--- config.mk ---
export PLATFORM = sky130hd
export DESIGN_NAME = dap_controller
export DESIGN_NICKNAME = d
export VERILOG_FILES = /design/src/dap_bus_pkg.sv /design/src/dap_cmd_pkg.sv /design/src/dap_ahb_slave.sv /design/src/dap_regs.sv /design/src/dap_sequencer.sv /design/src/dap_delay.sv /design/src/dap_out_fifo.sv /design/src/dap_controller.sv
export VERILOG_INCLUDE_DIRS = /design/src
export SDC_FILE = /design/constraint.sdc
export NUM_CORES = 2
export LEC_CHECK = 0
export BUFFER_PORTS_ARGS = -buffer_cell sky130_fd_sc_hd__buf_2
export CAP_MARGIN = 20
export CELL_PAD_IN_SITES_DETAIL_PLACEMENT = 1
export CELL_PAD_IN_SITES_GLOBAL_PLACEMENT = 2
export CORE_MARGIN = 2
export CORE_UTILIZATION = 44
export DETAILED_ROUTE_END_ITERATION = 12
export GPL_TIMING_DRIVEN = 0
export PLACE_DENSITY = 0.84
export SLEW_MARGIN = 20
export SYNTH_ARGS = -nofsm -noshare
export SYNTH_HDL_FRONTEND = slang
export SYNTH_HIERARCHICAL = 1
export SYNTH_SLANG_ARGS = --single-unit
--- constraint.sdc ---
create_clock -name hclk -period 13.9 [get_ports hclk]
set_input_delay 4.17 -clock hclk [delete_from_list [all_inputs] [get_ports hclk]]
set_output_delay 4.17 -clock hclk [all_outputs]
set_load 0.02 [all_outputs]
--- src/dap_config.svh ---
`ifndef DAP_CONFIG_SVH
`define DAP_CONFIG_SVH

// Clock and buffer sizing
`define DAP_CLOCK_FREQ_M 60
`define DAP_FIFO_DEPTH   256
`define DAP_DR_TIMEOUT   15

// ----------------------------------------
// Register map
// ----------------------------------------
`define DAP_CR_ADDR     12'h000
`define DAP_TIME_ADDR   12'h004
`define DAP_SR_ADDR     12'h008
`define DAP_DR_ADDR     12'h00C
`define DAP_CURCMD_ADDR 12'h010

// ----------------------------------------
// CMSIS-DAP command bytes
// ----------------------------------------
`define DAP_CMD_ABORT   8'h07
`define DAP_CMD_DELAY   8'h09
`define DAP_CMD_QUEUE   8'h7E
`define DAP_CMD_EXEC    8'h7F
`define DAP_STATUS_OK   8'h00

`endif

--- src/dap_bus_pkg.sv ---
package dap_bus_pkg;

    // Register offset within the slave window
    typedef logic [11:0] haddr_t;

    // AHB data word
    typedef logic [31:0] hdata_t;

    // One bit per byte lane
    typedef logic [3:0] strobe_t;

endpackage

--- src/dap_cmd_pkg.sv ---
package dap_cmd_pkg;

    // One byte of the command or response stream
    typedef logic [7:0] cmd_byte_t;

    // Response packet length, also the FIFO fill level
    typedef logic [11:0] pack_len_t;

    // What the sequencer does with a command byte
    typedef enum logic [1:0] {
        CLASS_ABORT,
        CLASS_QUEUE,
        CLASS_DELAY,
        CLASS_HELPER
    } cmd_class_t;

    // Sequencer FSM
    typedef enum logic [1:0] {
        SEQ_CMD,
        SEQ_NUM,
        SEQ_BUSY,
        SEQ_DRAIN
    } seq_state_t;

endpackage

--- src/dap_ahb_slave.sv ---
`timescale 1ns/1ns

module dap_ahb_slave (
    input  logic                  hclk,
    input  logic                  hresetn,
    input  logic                  hsel,
    input  dap_bus_pkg::haddr_t   haddr,
    input  logic [1:0]            htrans,
    input  logic [2:0]            hsize,
    input  logic                  hwrite,
    input  logic                  hready,
    output dap_bus_pkg::haddr_t   addr,
    output logic                  read_en,
    output logic                  write_en,
    output dap_bus_pkg::strobe_t  strobe
);
    import dap_bus_pkg::*;

    logic    trans_req;
    strobe_t strobe_nxt;

    // NONSEQ or SEQ with the previous transfer finished
    assign trans_req = hsel && htrans[1] && hready;

    // Lane strobes from transfer size and low address bits
    always_comb begin
        case (hsize)
            3'b000:  strobe_nxt = strobe_t'(4'b0001 << haddr[1:0]);
            3'b001:  strobe_nxt = haddr[1] ? 4'b1100 : 4'b0011;
            default: strobe_nxt = 4'b1111;
        endcase
    end

    // ----------------------------------------
    // Address phase registration
    // ----------------------------------------
    always_ff @(posedge hclk or negedge hresetn) begin
        if (!hresetn) begin
            addr     <= '0;
            read_en  <= 1'b0;
            write_en <= 1'b0;
            strobe   <= '0;
        end else begin
            if (trans_req) begin
                addr   <= haddr;
                strobe <= strobe_nxt;
            end
            // Enables held through wait states, replaced when hready ends the data phase
            if (hready) begin
                read_en  <= trans_req && !hwrite;
                write_en <= trans_req && hwrite;
            end
        end
    end

endmodule

--- src/dap_regs.sv ---
`timescale 1ns/1ns
`include "dap_config.svh"

module dap_regs (
    input  logic                   hclk,
    input  logic                   hresetn,
    input  dap_bus_pkg::haddr_t    addr,
    input  logic                   read_en,
    input  logic                   write_en,
    input  dap_bus_pkg::strobe_t   strobe,
    input  dap_bus_pkg::hdata_t    hwdata,
    input  logic                   dap_in_tvalid,
    input  dap_cmd_pkg::cmd_byte_t dap_in_tdata,
    input  logic                   helper_busy,
    input  dap_cmd_pkg::cmd_byte_t processing_cmd,
    output dap_bus_pkg::hdata_t    hrdata,
    output logic                   hreadyout,
    output logic                   dap_en,
    output logic                   int_en,
    output logic                   helper_release,
    output logic                   dr_write,
    output logic                   dr_read,
    output logic                   us_tick
);
    import dap_bus_pkg::*;

    localparam int DIV_W = $clog2(`DAP_CLOCK_FREQ_M);
    localparam int TO_W  = $clog2(`DAP_DR_TIMEOUT + 1);

    hdata_t            cr_q;
    hdata_t            clk_count;
    logic [DIV_W-1:0]  us_div;
    logic [TO_W-1:0]   dr_wait;
    logic              time_write;

    // Word match, byte offset ignored
    function automatic logic hit(input haddr_t a, input haddr_t base);
        return a[11:2] == base[11:2];
    endfunction

    assign dap_en         = cr_q[0];
    assign int_en         = cr_q[31];
    assign time_write     = write_en && hit(addr, `DAP_TIME_ADDR);
    assign dr_write       = write_en && hit(addr, `DAP_DR_ADDR) && strobe[0];
    assign dr_read        = read_en && hit(addr, `DAP_DR_ADDR);
    assign helper_release = write_en && hit(addr, `DAP_SR_ADDR) && strobe[3] && hwdata[31];
    assign us_tick        = us_div == DIV_W'(`DAP_CLOCK_FREQ_M - 1);

    // CR with byte lane writes
    always_ff @(posedge hclk or negedge hresetn) begin
        if (!hresetn) begin
            cr_q <= '0;
        end else if (write_en && hit(addr, `DAP_CR_ADDR)) begin
            for (int i = 0; i < 4; i++) begin
                if (strobe[i]) begin
                    cr_q[8*i +: 8] <= hwdata[8*i +: 8];
                end
            end
        end
    end

    // ----------------------------------------
    // Time stamp and microsecond divider
    // ----------------------------------------
    always_ff @(posedge hclk or negedge hresetn) begin
        if (!hresetn) begin
            clk_count <= '0;
            us_div    <= '0;
        end else if (time_write) begin
            clk_count <= '0;
            us_div    <= '0;
        end else begin
            clk_count <= clk_count + 32'd1;
            us_div    <= us_tick ? '0 : us_div + 1'b1;
        end
    end

    // DR read waits for input data or gives up after the timeout
    assign hreadyout = !dr_read || dap_in_tvalid || (dr_wait == TO_W'(`DAP_DR_TIMEOUT));

    always_ff @(posedge hclk or negedge hresetn) begin
        if (!hresetn) begin
            dr_wait <= '0;
        end else if (dr_read && !hreadyout) begin
            dr_wait <= dr_wait + 1'b1;
        end else begin
            dr_wait <= '0;
        end
    end

    // Read data mux
    always_comb begin
        hrdata = '0;
        if (read_en) begin
            case (1'b1)
                hit(addr, `DAP_CR_ADDR):     hrdata = cr_q;
                hit(addr, `DAP_TIME_ADDR):   hrdata = clk_count;
                hit(addr, `DAP_SR_ADDR):     hrdata = {helper_busy, 31'd0};
                hit(addr, `DAP_DR_ADDR):     hrdata = {4{dap_in_tdata}};
                hit(addr, `DAP_CURCMD_ADDR): hrdata = {24'd0, processing_cmd};
                default:                     hrdata = '0;
            endcase
        end
    end

    // A stalled DR read always completes
    a_dr_stall_bound: assert property (@(posedge hclk) disable iff (!hresetn)
        $fell(hreadyout) |-> ##[1:`DAP_DR_TIMEOUT + 1] hreadyout);

endmodule

--- src/dap_sequencer.sv ---
`timescale 1ns/1ns
`include "dap_config.svh"

module dap_sequencer (
    input  logic                   hclk,
    input  logic                   hresetn,
    input  logic                   dap_en,
    input  logic                   int_en,
    input  logic                   dap_in_tvalid,
    input  dap_cmd_pkg::cmd_byte_t dap_in_tdata,
    input  logic                   helper_release,
    input  logic                   dr_write,
    input  dap_cmd_pkg::cmd_byte_t hwdata_lo,
    input  logic                   delay_done,
    input  logic                   delay_tready,
    input  logic                   delay_push,
    input  dap_cmd_pkg::cmd_byte_t delay_byte,
    input  logic                   fifo_empty,
    input  dap_cmd_pkg::pack_len_t fifo_count,
    output logic                   seq_tready,
    output logic                   delay_start,
    output logic                   helper_busy,
    output dap_cmd_pkg::cmd_byte_t processing_cmd,
    output logic                   intr,
    output logic                   fifo_push,
    output dap_cmd_pkg::cmd_byte_t fifo_wdata,
    output logic                   fifo_pop_en,
    output dap_cmd_pkg::pack_len_t dap_out_tlen
);
    import dap_cmd_pkg::*;

    seq_state_t state;
    cmd_class_t in_class;
    cmd_class_t cur_class;
    cmd_byte_t  num_cmd;
    logic       in_fire;
    logic       cmd_done;

    function automatic cmd_class_t decode(input cmd_byte_t cmd);
        case (cmd)
            `DAP_CMD_ABORT:                return CLASS_ABORT;
            `DAP_CMD_QUEUE, `DAP_CMD_EXEC: return CLASS_QUEUE;
            `DAP_CMD_DELAY:                return CLASS_DELAY;
            default:                       return CLASS_HELPER;
        endcase
    endfunction

    assign in_class   = decode(dap_in_tdata);
    assign seq_tready = (state == SEQ_CMD) || (state == SEQ_NUM);
    assign in_fire    = dap_en && seq_tready && dap_in_tvalid;
    assign intr       = int_en && helper_busy;

    // Firmware finishes helper commands, the worker finishes delays
    assign cmd_done = (cur_class == CLASS_HELPER) ? helper_release : delay_done;

    // ----------------------------------------
    // Command FSM
    // ----------------------------------------
    always_ff @(posedge hclk or negedge hresetn) begin
        if (!hresetn) begin
            state          <= SEQ_CMD;
            cur_class      <= CLASS_HELPER;
            num_cmd        <= '0;
            processing_cmd <= '0;
            helper_busy    <= 1'b0;
            delay_start    <= 1'b0;
            fifo_pop_en    <= 1'b0;
            dap_out_tlen   <= '0;
        end else if (!dap_en) begin
            state       <= SEQ_CMD;
            num_cmd     <= '0;
            helper_busy <= 1'b0;
            delay_start <= 1'b0;
            fifo_pop_en <= 1'b0;
        end else begin
            delay_start <= 1'b0;
            case (state)
                SEQ_CMD: begin
                    if (in_fire) begin
                        processing_cmd <= dap_in_tdata;
                        cur_class      <= in_class;
                        if (in_class == CLASS_QUEUE) begin
                            state <= SEQ_NUM;
                        end else if (in_class != CLASS_ABORT) begin
                            state       <= SEQ_BUSY;
                            delay_start <= in_class == CLASS_DELAY;
                            helper_busy <= in_class == CLASS_HELPER;
                        end
                    end
                end
                SEQ_NUM: begin
                    if (in_fire) begin
                        num_cmd <= dap_in_tdata;
                        state   <= SEQ_CMD;
                    end
                end
                SEQ_BUSY: begin
                    if (cmd_done) begin
                        helper_busy <= 1'b0;
                        // More queued commands to come
                        if (num_cmd > 8'd1) begin
                            num_cmd <= num_cmd - 8'd1;
                            state   <= SEQ_CMD;
                        end else begin
                            num_cmd <= '0;
                            state   <= SEQ_DRAIN;
                        end
                    end
                end
                SEQ_DRAIN: begin
                    if (!fifo_pop_en) begin
                        dap_out_tlen <= fifo_count;
                        fifo_pop_en  <= 1'b1;
                    end else if (fifo_empty) begin
                        fifo_pop_en <= 1'b0;
                        state       <= SEQ_CMD;
                    end
                end
                default: state <= SEQ_CMD;
            endcase
        end
    end

    // FIFO write routing, firmware has priority
    always_comb begin
        if (dr_write) begin
            fifo_push  = 1'b1;
            fifo_wdata = hwdata_lo;
        end else if (seq_tready) begin
            fifo_push  = in_fire && (state == SEQ_NUM || in_class != CLASS_ABORT);
            fifo_wdata = dap_in_tdata;
        end else begin
            fifo_push  = delay_push;
            fifo_wdata = delay_byte;
        end
    end

    // Worker only takes input or finishes while a command is in progress
    a_worker_in_busy: assert property (@(posedge hclk) disable iff (!hresetn)
        (delay_done || delay_tready) |-> state == SEQ_BUSY);

endmodule

--- src/dap_delay.sv ---
`timescale 1ns/1ns
`include "dap_config.svh"

module dap_delay (
    input  logic                   hclk,
    input  logic                   hresetn,
    input  logic                   dap_en,
    input  logic                   us_tick,
    input  logic                   delay_start,
    input  logic                   dap_in_tvalid,
    input  dap_cmd_pkg::cmd_byte_t dap_in_tdata,
    output logic                   delay_tready,
    output logic                   delay_done,
    output logic                   delay_push,
    output dap_cmd_pkg::cmd_byte_t delay_byte
);
    typedef enum logic [1:0] {
        DLY_IDLE,
        DLY_LO,
        DLY_HI,
        DLY_WAIT
    } dly_state_t;

    dly_state_t  state;
    logic [15:0] us_left;

    assign delay_tready = (state == DLY_LO) || (state == DLY_HI);

    // Final tick with nothing left; status byte goes out with it
    assign delay_done = (state == DLY_WAIT) && us_tick && (us_left == 16'd0);
    assign delay_push = delay_done;
    assign delay_byte = `DAP_STATUS_OK;

    always_ff @(posedge hclk or negedge hresetn) begin
        if (!hresetn) begin
            state   <= DLY_IDLE;
            us_left <= '0;
        end else if (!dap_en) begin
            state <= DLY_IDLE;
        end else begin
            case (state)
                DLY_IDLE: begin
                    if (delay_start) begin
                        state <= DLY_LO;
                    end
                end
                // Little-endian microsecond count
                DLY_LO: begin
                    if (dap_in_tvalid) begin
                        us_left[7:0] <= dap_in_tdata;
                        state        <= DLY_HI;
                    end
                end
                DLY_HI: begin
                    if (dap_in_tvalid) begin
                        us_left[15:8] <= dap_in_tdata;
                        state         <= DLY_WAIT;
                    end
                end
                DLY_WAIT: begin
                    if (us_tick) begin
                        if (us_left == 16'd0) begin
                            state <= DLY_IDLE;
                        end else begin
                            us_left <= us_left - 16'd1;
                        end
                    end
                end
                default: state <= DLY_IDLE;
            endcase
        end
    end

endmodule

--- src/dap_out_fifo.sv ---
`timescale 1ns/1ns
`include "dap_config.svh"

module dap_out_fifo (
    input  logic                   hclk,
    input  logic                   hresetn,
    input  logic                   fifo_push,
    input  dap_cmd_pkg::cmd_byte_t fifo_wdata,
    input  logic                   fifo_pop_en,
    input  logic                   dap_out_tready,
    output logic                   dap_out_tvalid,
    output dap_cmd_pkg::cmd_byte_t dap_out_tdata,
    output logic                   fifo_empty,
    output dap_cmd_pkg::pack_len_t fifo_count
);
    import dap_cmd_pkg::*;

    localparam int PTR_W = $clog2(`DAP_FIFO_DEPTH);

    cmd_byte_t        mem [`DAP_FIFO_DEPTH];
    logic [PTR_W-1:0] wr_ptr;
    logic [PTR_W-1:0] rd_ptr;
    logic             full;
    logic             wr_ok;
    logic             rd_ok;

    assign fifo_empty     = fifo_count == '0;
    assign full           = fifo_count == pack_len_t'(`DAP_FIFO_DEPTH);
    assign wr_ok          = fifo_push && !full;
    assign dap_out_tvalid = fifo_pop_en && !fifo_empty;
    assign rd_ok          = dap_out_tvalid && dap_out_tready;
    assign dap_out_tdata  = mem[rd_ptr];

    always_ff @(posedge hclk) begin
        if (wr_ok) begin
            mem[wr_ptr] <= fifo_wdata;
        end
    end

    // Pointers wrap on the power-of-two depth
    always_ff @(posedge hclk or negedge hresetn) begin
        if (!hresetn) begin
            wr_ptr     <= '0;
            rd_ptr     <= '0;
            fifo_count <= '0;
        end else begin
            wr_ptr     <= wr_ptr + PTR_W'(wr_ok);
            rd_ptr     <= rd_ptr + PTR_W'(rd_ok);
            fifo_count <= fifo_count + pack_len_t'(wr_ok) - pack_len_t'(rd_ok);
        end
    end

    a_no_overflow: assert property (@(posedge hclk) disable iff (!hresetn)
        fifo_push |-> !full);

endmodule

--- src/dap_controller.sv ---
`timescale 1ns/1ns

module dap_controller (
    input  logic                   hclk,
    input  logic                   hresetn,
    input  logic                   hsel,
    input  dap_bus_pkg::haddr_t    haddr,
    input  logic [1:0]             htrans,
    input  logic [2:0]             hsize,
    input  logic                   hwrite,
    input  logic                   hready,
    input  dap_bus_pkg::hdata_t    hwdata,
    output logic                   hreadyout,
    output logic                   hresp,
    output dap_bus_pkg::hdata_t    hrdata,
    output logic                   intr,
    input  logic                   dap_in_tvalid,
    output logic                   dap_in_tready,
    input  dap_cmd_pkg::cmd_byte_t dap_in_tdata,
    output logic                   dap_out_tvalid,
    output dap_cmd_pkg::cmd_byte_t dap_out_tdata,
    input  logic                   dap_out_tready,
    output dap_cmd_pkg::pack_len_t dap_out_tlen
);
    import dap_bus_pkg::*;
    import dap_cmd_pkg::*;

    // Bus front end to registers
    haddr_t    addr;
    logic      read_en;
    logic      write_en;
    strobe_t   strobe;

    // Register block outputs
    logic      dap_en;
    logic      int_en;
    logic      helper_release;
    logic      dr_write;
    logic      dr_read;
    logic      us_tick;

    // Sequencer, worker and FIFO
    logic      helper_busy;
    cmd_byte_t processing_cmd;
    logic      seq_tready;
    logic      delay_start;
    logic      delay_done;
    logic      delay_tready;
    logic      delay_push;
    cmd_byte_t delay_byte;
    logic      fifo_push;
    cmd_byte_t fifo_wdata;
    logic      fifo_pop_en;
    logic      fifo_empty;
    pack_len_t fifo_count;

    // Any of the three consumers takes the input byte
    assign dap_in_tready = dap_en && (seq_tready || delay_tready || dr_read);
    assign hresp         = 1'b0;

    dap_ahb_slave dap_ahb_slave_inst (.*);

    dap_regs dap_regs_inst (.*);

    dap_sequencer dap_sequencer_inst (
        .hwdata_lo (hwdata[7:0]),
        .*
    );

    dap_delay dap_delay_inst (.*);

    dap_out_fifo dap_out_fifo_inst (.*);

endmodule

### Word-level counts from Yosys, hierarchy flattened

Memories as Yosys holds them, arrays and structs flattened.
Index checks and enable logic that the tools add are counted.

* output and inout port bits: 57
* input bits: 64
* word-level logic and storage cells: 199
* RAM bits: 2048
* flip-flop bits (word level): 173
* memories: 1

Memories
* dap_out_fifo_inst.mem: depth 256, width 8, read ports 1, clocked after memory_dff 0, wr ports 1, line dap_out_fifo.sv:20 `` cmd_byte_t mem [`DAP_FIFO_DEPTH]; ``

* reductions and logical operators: 57
* mux-type cells: 62
* order comparisons: 1
* bitwise gates (word level): 1
* add/sub/neg operators: 9
* shift operators: 1
* eq/ne operators: 42

Operators with widths (count)
* 2-to-1 mux 32 bit: 6
* 2-to-1 mux 8 bit: 8
* one-hot mux 8 bit (2 select lines): 3
* adder 32 x 1 -> 32 bit, second input constant: 1
* 2-to-1 mux 16 bit: 2
* 2-to-1 mux 2 bit: 15
* logical AND 1 bit: 23
* == test 10 x 2 -> 1 bit, second input constant: 2
* AND reduction 5 bit: 4
* 2-to-1 mux 1 bit: 19
* inequality test 3 x 2 -> 1 bit, second input constant: 6
* inequality test 3 bit, second input constant: 6
* adder 8 x 1 -> 8 bit: 2
* == test 8 x 7 -> 1 bit, second input constant: 2
* logical NOT 16 bit: 1
* one-hot mux 2 bit (4 select lines): 2
* subtractor 16 x 1 -> 16 bit, second input constant: 1
* == test 2 bit, second input constant: 7
* adder 12 x 1 -> 12 bit: 1
* == test 12 x 9 -> 1 bit, second input constant: 1
* logical NOT 12 bit: 1
* 2-to-1 mux 6 bit: 2
* subtractor 12 x 1 -> 12 bit: 1
* == test 10 x 1 -> 1 bit, second input constant: 1
* 31 further kinds: 56

### Longest topological paths before layout

* word-level depth: 11
* mapped depth: 22
* mapped depth without buffers: 21

### Cells and area by module

The synthesis kept the hierarchy.

By module, submodules not included
* dap_out_fifo: times used 1, area each 81499.4 µm², cells an instance 3960
* dap_regs: times used 1, area each 4311.6 µm², cells an instance 466
* dap_sequencer: times used 1, area each 2031.9 µm², cells an instance 205
* dap_delay: times used 1, area each 1556.5 µm², cells an instance 197
* dap_ahb_slave: times used 1, area each 719.4 µm², cells an instance 77
* dap_controller: times used 1, area each 20.0 µm², cells an instance 3

### Worst setup path before layout

OpenSTA, ideal clock, no wires.

* path kind: input to register
* start: input dap_in_tdata[2]
* end: memory dap_out_fifo_inst/mem[0][2] (netlist bit) (data pin)
* setup slack: -2.442 ns
* data arrival time: 14.155 ns
* buffers on the path: 0
* required time: 11.713 ns
* stages: 2
* setup time: 2.187 ns
* cells stage by stage: mux2i_1 o21ai_0

* cells in the longest elaborated chain, start to end: 2

RTL lines
* start, declared: line dap_controller.sv:19 `input dap_cmd_pkg::cmd_byte_t dap_in_tdata,`
* 2-to-1 mux 8 bit: line dap_sequencer.sv:129 `end else if (seq_tready) begin`
* 2-to-1 mux 8 bit: line dap_sequencer.sv:126 `if (dr_write) begin`
* net fifo_wdata[2]: line dap_controller.sv:52 `cmd_byte_t fifo_wdata;`
* end, declared: line dap_out_fifo.sv:20

The timed path passes the listed nets, and every way through them passes these cells.

### Final worst setup path

* start: register dap_out_fifo_inst.rd_ptr[2]
* end: output dap_out_tdata[6]

* cells in the longest elaborated chain, start to end: 1

RTL lines
* start, declared: line dap_out_fifo.sv:22 `logic [PTR_W-1:0] rd_ptr;`
* start signal, assigned: line dap_out_fifo.sv:48 `rd_ptr <= rd_ptr + PTR_W'(rd_ok);`
* memory (256 x 8 bit)
* end, declared: line dap_controller.sv:21 `output dap_cmd_pkg::cmd_byte_t dap_out_tdata,`

Every way passes these cells.

==> flow_metrics.py <==
metrics = {
    "critical_path": {
        "crit_slowest_cell": "sky130_fd_sc_hd__a311oi_1",
        "cp-start-kind": "flop",
        "timing.critical_path.arrival_ps": 6980,
        "path_class": "reg2out",
        "cp_data_required_time_ps": 9730,
        "critPathCaptureType": "primary output",
        "worst_path_most_repeated_cell": "sky130_fd_sc_hd__buf_2",
        "critPathMaxStageDelay_ps": 870,
        "worstPathMaxFanout": 12,
        "crit_path_cell_trace": "buf_2, buf_2, buf_2, buf_2, buf_2, buf_2, nand2_1, a311oi_1, o21ai_1, o32ai_1, buf_2",
    },
    "floorplanning": {
        "placeableCoreArea_um2": 204000,
        "horizontal_die_dimension_um": 456,
        "initial_core_utilization": 0.442,
        "die_h_um": 456,
        "rows": 166,
        "io-pin-count": 121,
        "floorplan.die_area_um2": 208000,
    },
    "detailed_routing": {
        "detailroute.via_count": 55800,
        "drt_iter0_drc": 9410,
        "detail_route.wl_per_cell_um": 42.1,
        "routed_via_density": 6.76,
        "drc": 0,
        "detail-route-antenna-nets": 0,
        "drt_pre_antenna_iters": 6,
        "overall_routed_net_length_mm": 348,
    },
    "clocking": {
        "cts_max_path_buffers": 3,
        "cts_sinks": 2219,
        "htree_levels": 4,
        "post-cts-setup-buffers": 0,
        "postCtsHoldBufs": 0,
        "ctsResizeCount": 0,
        "clock_latency_ps": 930,
        "tritoncts.num_buffers": 221,
        "tritoncts_clock_tree": "yes",
        "clk_pin_slew_worst_paths_ps": 70,
        "root_buffer": "sky130_fd_sc_hd__clkbuf_16",
    },
    "pwr": {
        "vdd_drop_max_uv": 141,
        "power_leakage_nw": 34.2,
        "power.density_cell_area_nw_per_um2": 198,
        "total_power_mw": 20.6,
    },
    "cells_and_area": {
        "multiInputGateArea_um2": 22400,
        "fill_cells": 18700,
        "fin_nets": 5459,
        "ff_latch_area_um2": 65800,
        "post_route_cells_drive_above_1_share": 0.235,
        "synthToLayoutAreaGrowth_pct": 15.7,
    },
    "logic_synthesis": {
        "synth_area_per_cell_um2": 18.4,
        "syn_area_um2": 90100,
        "synth.yosys.warnings": 6,
        "netlist_instances": 4901,
    },
    "sta": {
        "setup-tns-final_ps": 0,
        "period_minus_slack_ps": 11150,
        "max-slew-margin-rel": 0.0954,
        "drv_slew": 0,
        "worst-slew-pin-transition_ps": 1360,
        "setup_repair_after_global_routing_missed_its_margin": "false",
        "hold_violations": 0,
        "max_freq_mhz": 89.7,
        "period_share": 0.802,
        "finalSetupViolCount": 0,
        "finalClockSkew_ps": 54.5,
    },
    "grt": {
        "gr-usage-all-layers": 0.331,
        "number_of_antenna_violations_at_the_first_check_in_global_routing": 35,
        "grt-ovfl-total": 0,
        "via_count_of_the_first_global_routing_pass": 54700,
        "wire_length_of_the_first_global_routing_pass_mm": 468,
        "grt_max_degree": 89,
    },
    "hold_path": {
        "hold_class": "reg2reg",
    },
    "run": {
        "cap_violations": 0,
    },
    "outcome": {
        "run_status": "complete, no violations",
    },
    "placed_design": {
        "finalWeightedCongestion": 0.986,
        "numPortBuffers": 118,
        "detailedPlacementHpwl_mm": 232,
    },
}
critical path, delay by kind of cell (launching register included):
kind                   cells  cell delay, ps
AOI/OAI and AO/OA          3            1490
buffers and inverters      7            3970
and+or+nand+nor            1             140
DFF                        1             320
cells in the final DEF, fill, tap and decap left out, types with 60 or more instances in the layout:
cell type	n
sky130_fd_sc_hd__a22oi_1	74
sky130_fd_sc_hd__a21oi_1	98
sky130_fd_sc_hd__edfxtp_1	2048
sky130_fd_sc_hd__buf_2	181
sky130_fd_sc_hd__nand2_1	211
sky130_fd_sc_hd__inv_1	80
sky130_fd_sc_hd__nor2_1	367
sky130_fd_sc_hd__clkbuf_16	225
sky130_fd_sc_hd__mux2_2	66
sky130_fd_sc_hd__mux2i_1	275
sky130_fd_sc_hd__clkbuf_2	60
sky130_fd_sc_hd__dfrtp_1	169
sky130_fd_sc_hd__buf_16	80
sky130_fd_sc_hd__mux4_2	446
sky130_fd_sc_hd__clkbuf_1	141
sky130_fd_sc_hd__o21ai_0	87
final cells by class:
class                   instances  area share
inverters                      82     0.00295
flip-flops and latches       2219       0.631
diodes                         23    0.000552
plain buffers                 298      0.0175
clock inverters               125      0.0113
well taps                    2688      0.0323
clock buffers                 288      0.0569
repair buffers                232      0.0326
multi-input cells            2309       0.215
worst paths after layout:
kind | cells past startpoint | endpoint | startpoint | slack [ps]
hold reg to reg | 1 | dap_regs_inst/dr_wait[0] | dap_regs_inst/dr_wait[0] | 470
setup / recovery | 11 | dap_out_tdata[6] | dap_out_fifo_inst/rd_ptr[2] | 2750
hold / removal | 1 | dap_regs_inst/dr_wait[0] | dap_regs_inst/dr_wait[0] | 470
setup reg to reg | 17 | dap_out_fifo_inst/mem[181][3] | dap_ahb_slave_inst/addr[2] | 7290
max in group asynchronous | 3 | dap_sequencer_inst/cur_class[0] | hresetn | 9640
min in group asynchronous | 1 | dap_sequencer_inst/dap_out_tlen[3] | hresetn | 3120
per-stage QoR:
step            util  instances  hold WS [ps]  cell area (µm²)  setup slack (ps)
3_3_place_gp   0.461       7714           445            94000            -14620
4_1_cts        0.511       8241           473           104000              3180
5_1_grt        0.511       8247           499           104000              3170
6_report       0.511       8264           469           104000              2750
3_5_place_dp   0.476       7828           465            97000              4200
2_1_floorplan      -       4908           433            90100             -2430
registers in the layout, summed over array words and instances, names as in the netlist, 6 cells and up:
register,count
dap_ahb_slave_inst/addr,10
dap_sequencer_inst/dap_out_tlen,12
dap_regs_inst/us_div,6
dap_out_fifo_inst/rd_ptr,8
dap_out_fifo_inst/mem,2048
dap_regs_inst/cr_q,32
dap_delay_inst/us_left,16
dap_out_fifo_inst/fifo_count,12
dap_regs_inst/clk_count,32
dap_out_fifo_inst/wr_ptr,8
dap_sequencer_inst/processing_cmd,8
dap_sequencer_inst/num_cmd,8
routing by layer:
metal  part of all wire  track usage
met1               0.34        0.412
met2               0.43        0.474
met3               0.15        0.138
met4              0.080        0.218
met5             0.0010      0.00321
report_power, final:
part / switching, mW / internal (mW)
Combinational: 4.40 / 2.25
Sequential: 0.115 / 7.92
Clock: 2.67 / 3.29
Power figures use the tool's default switching activity.
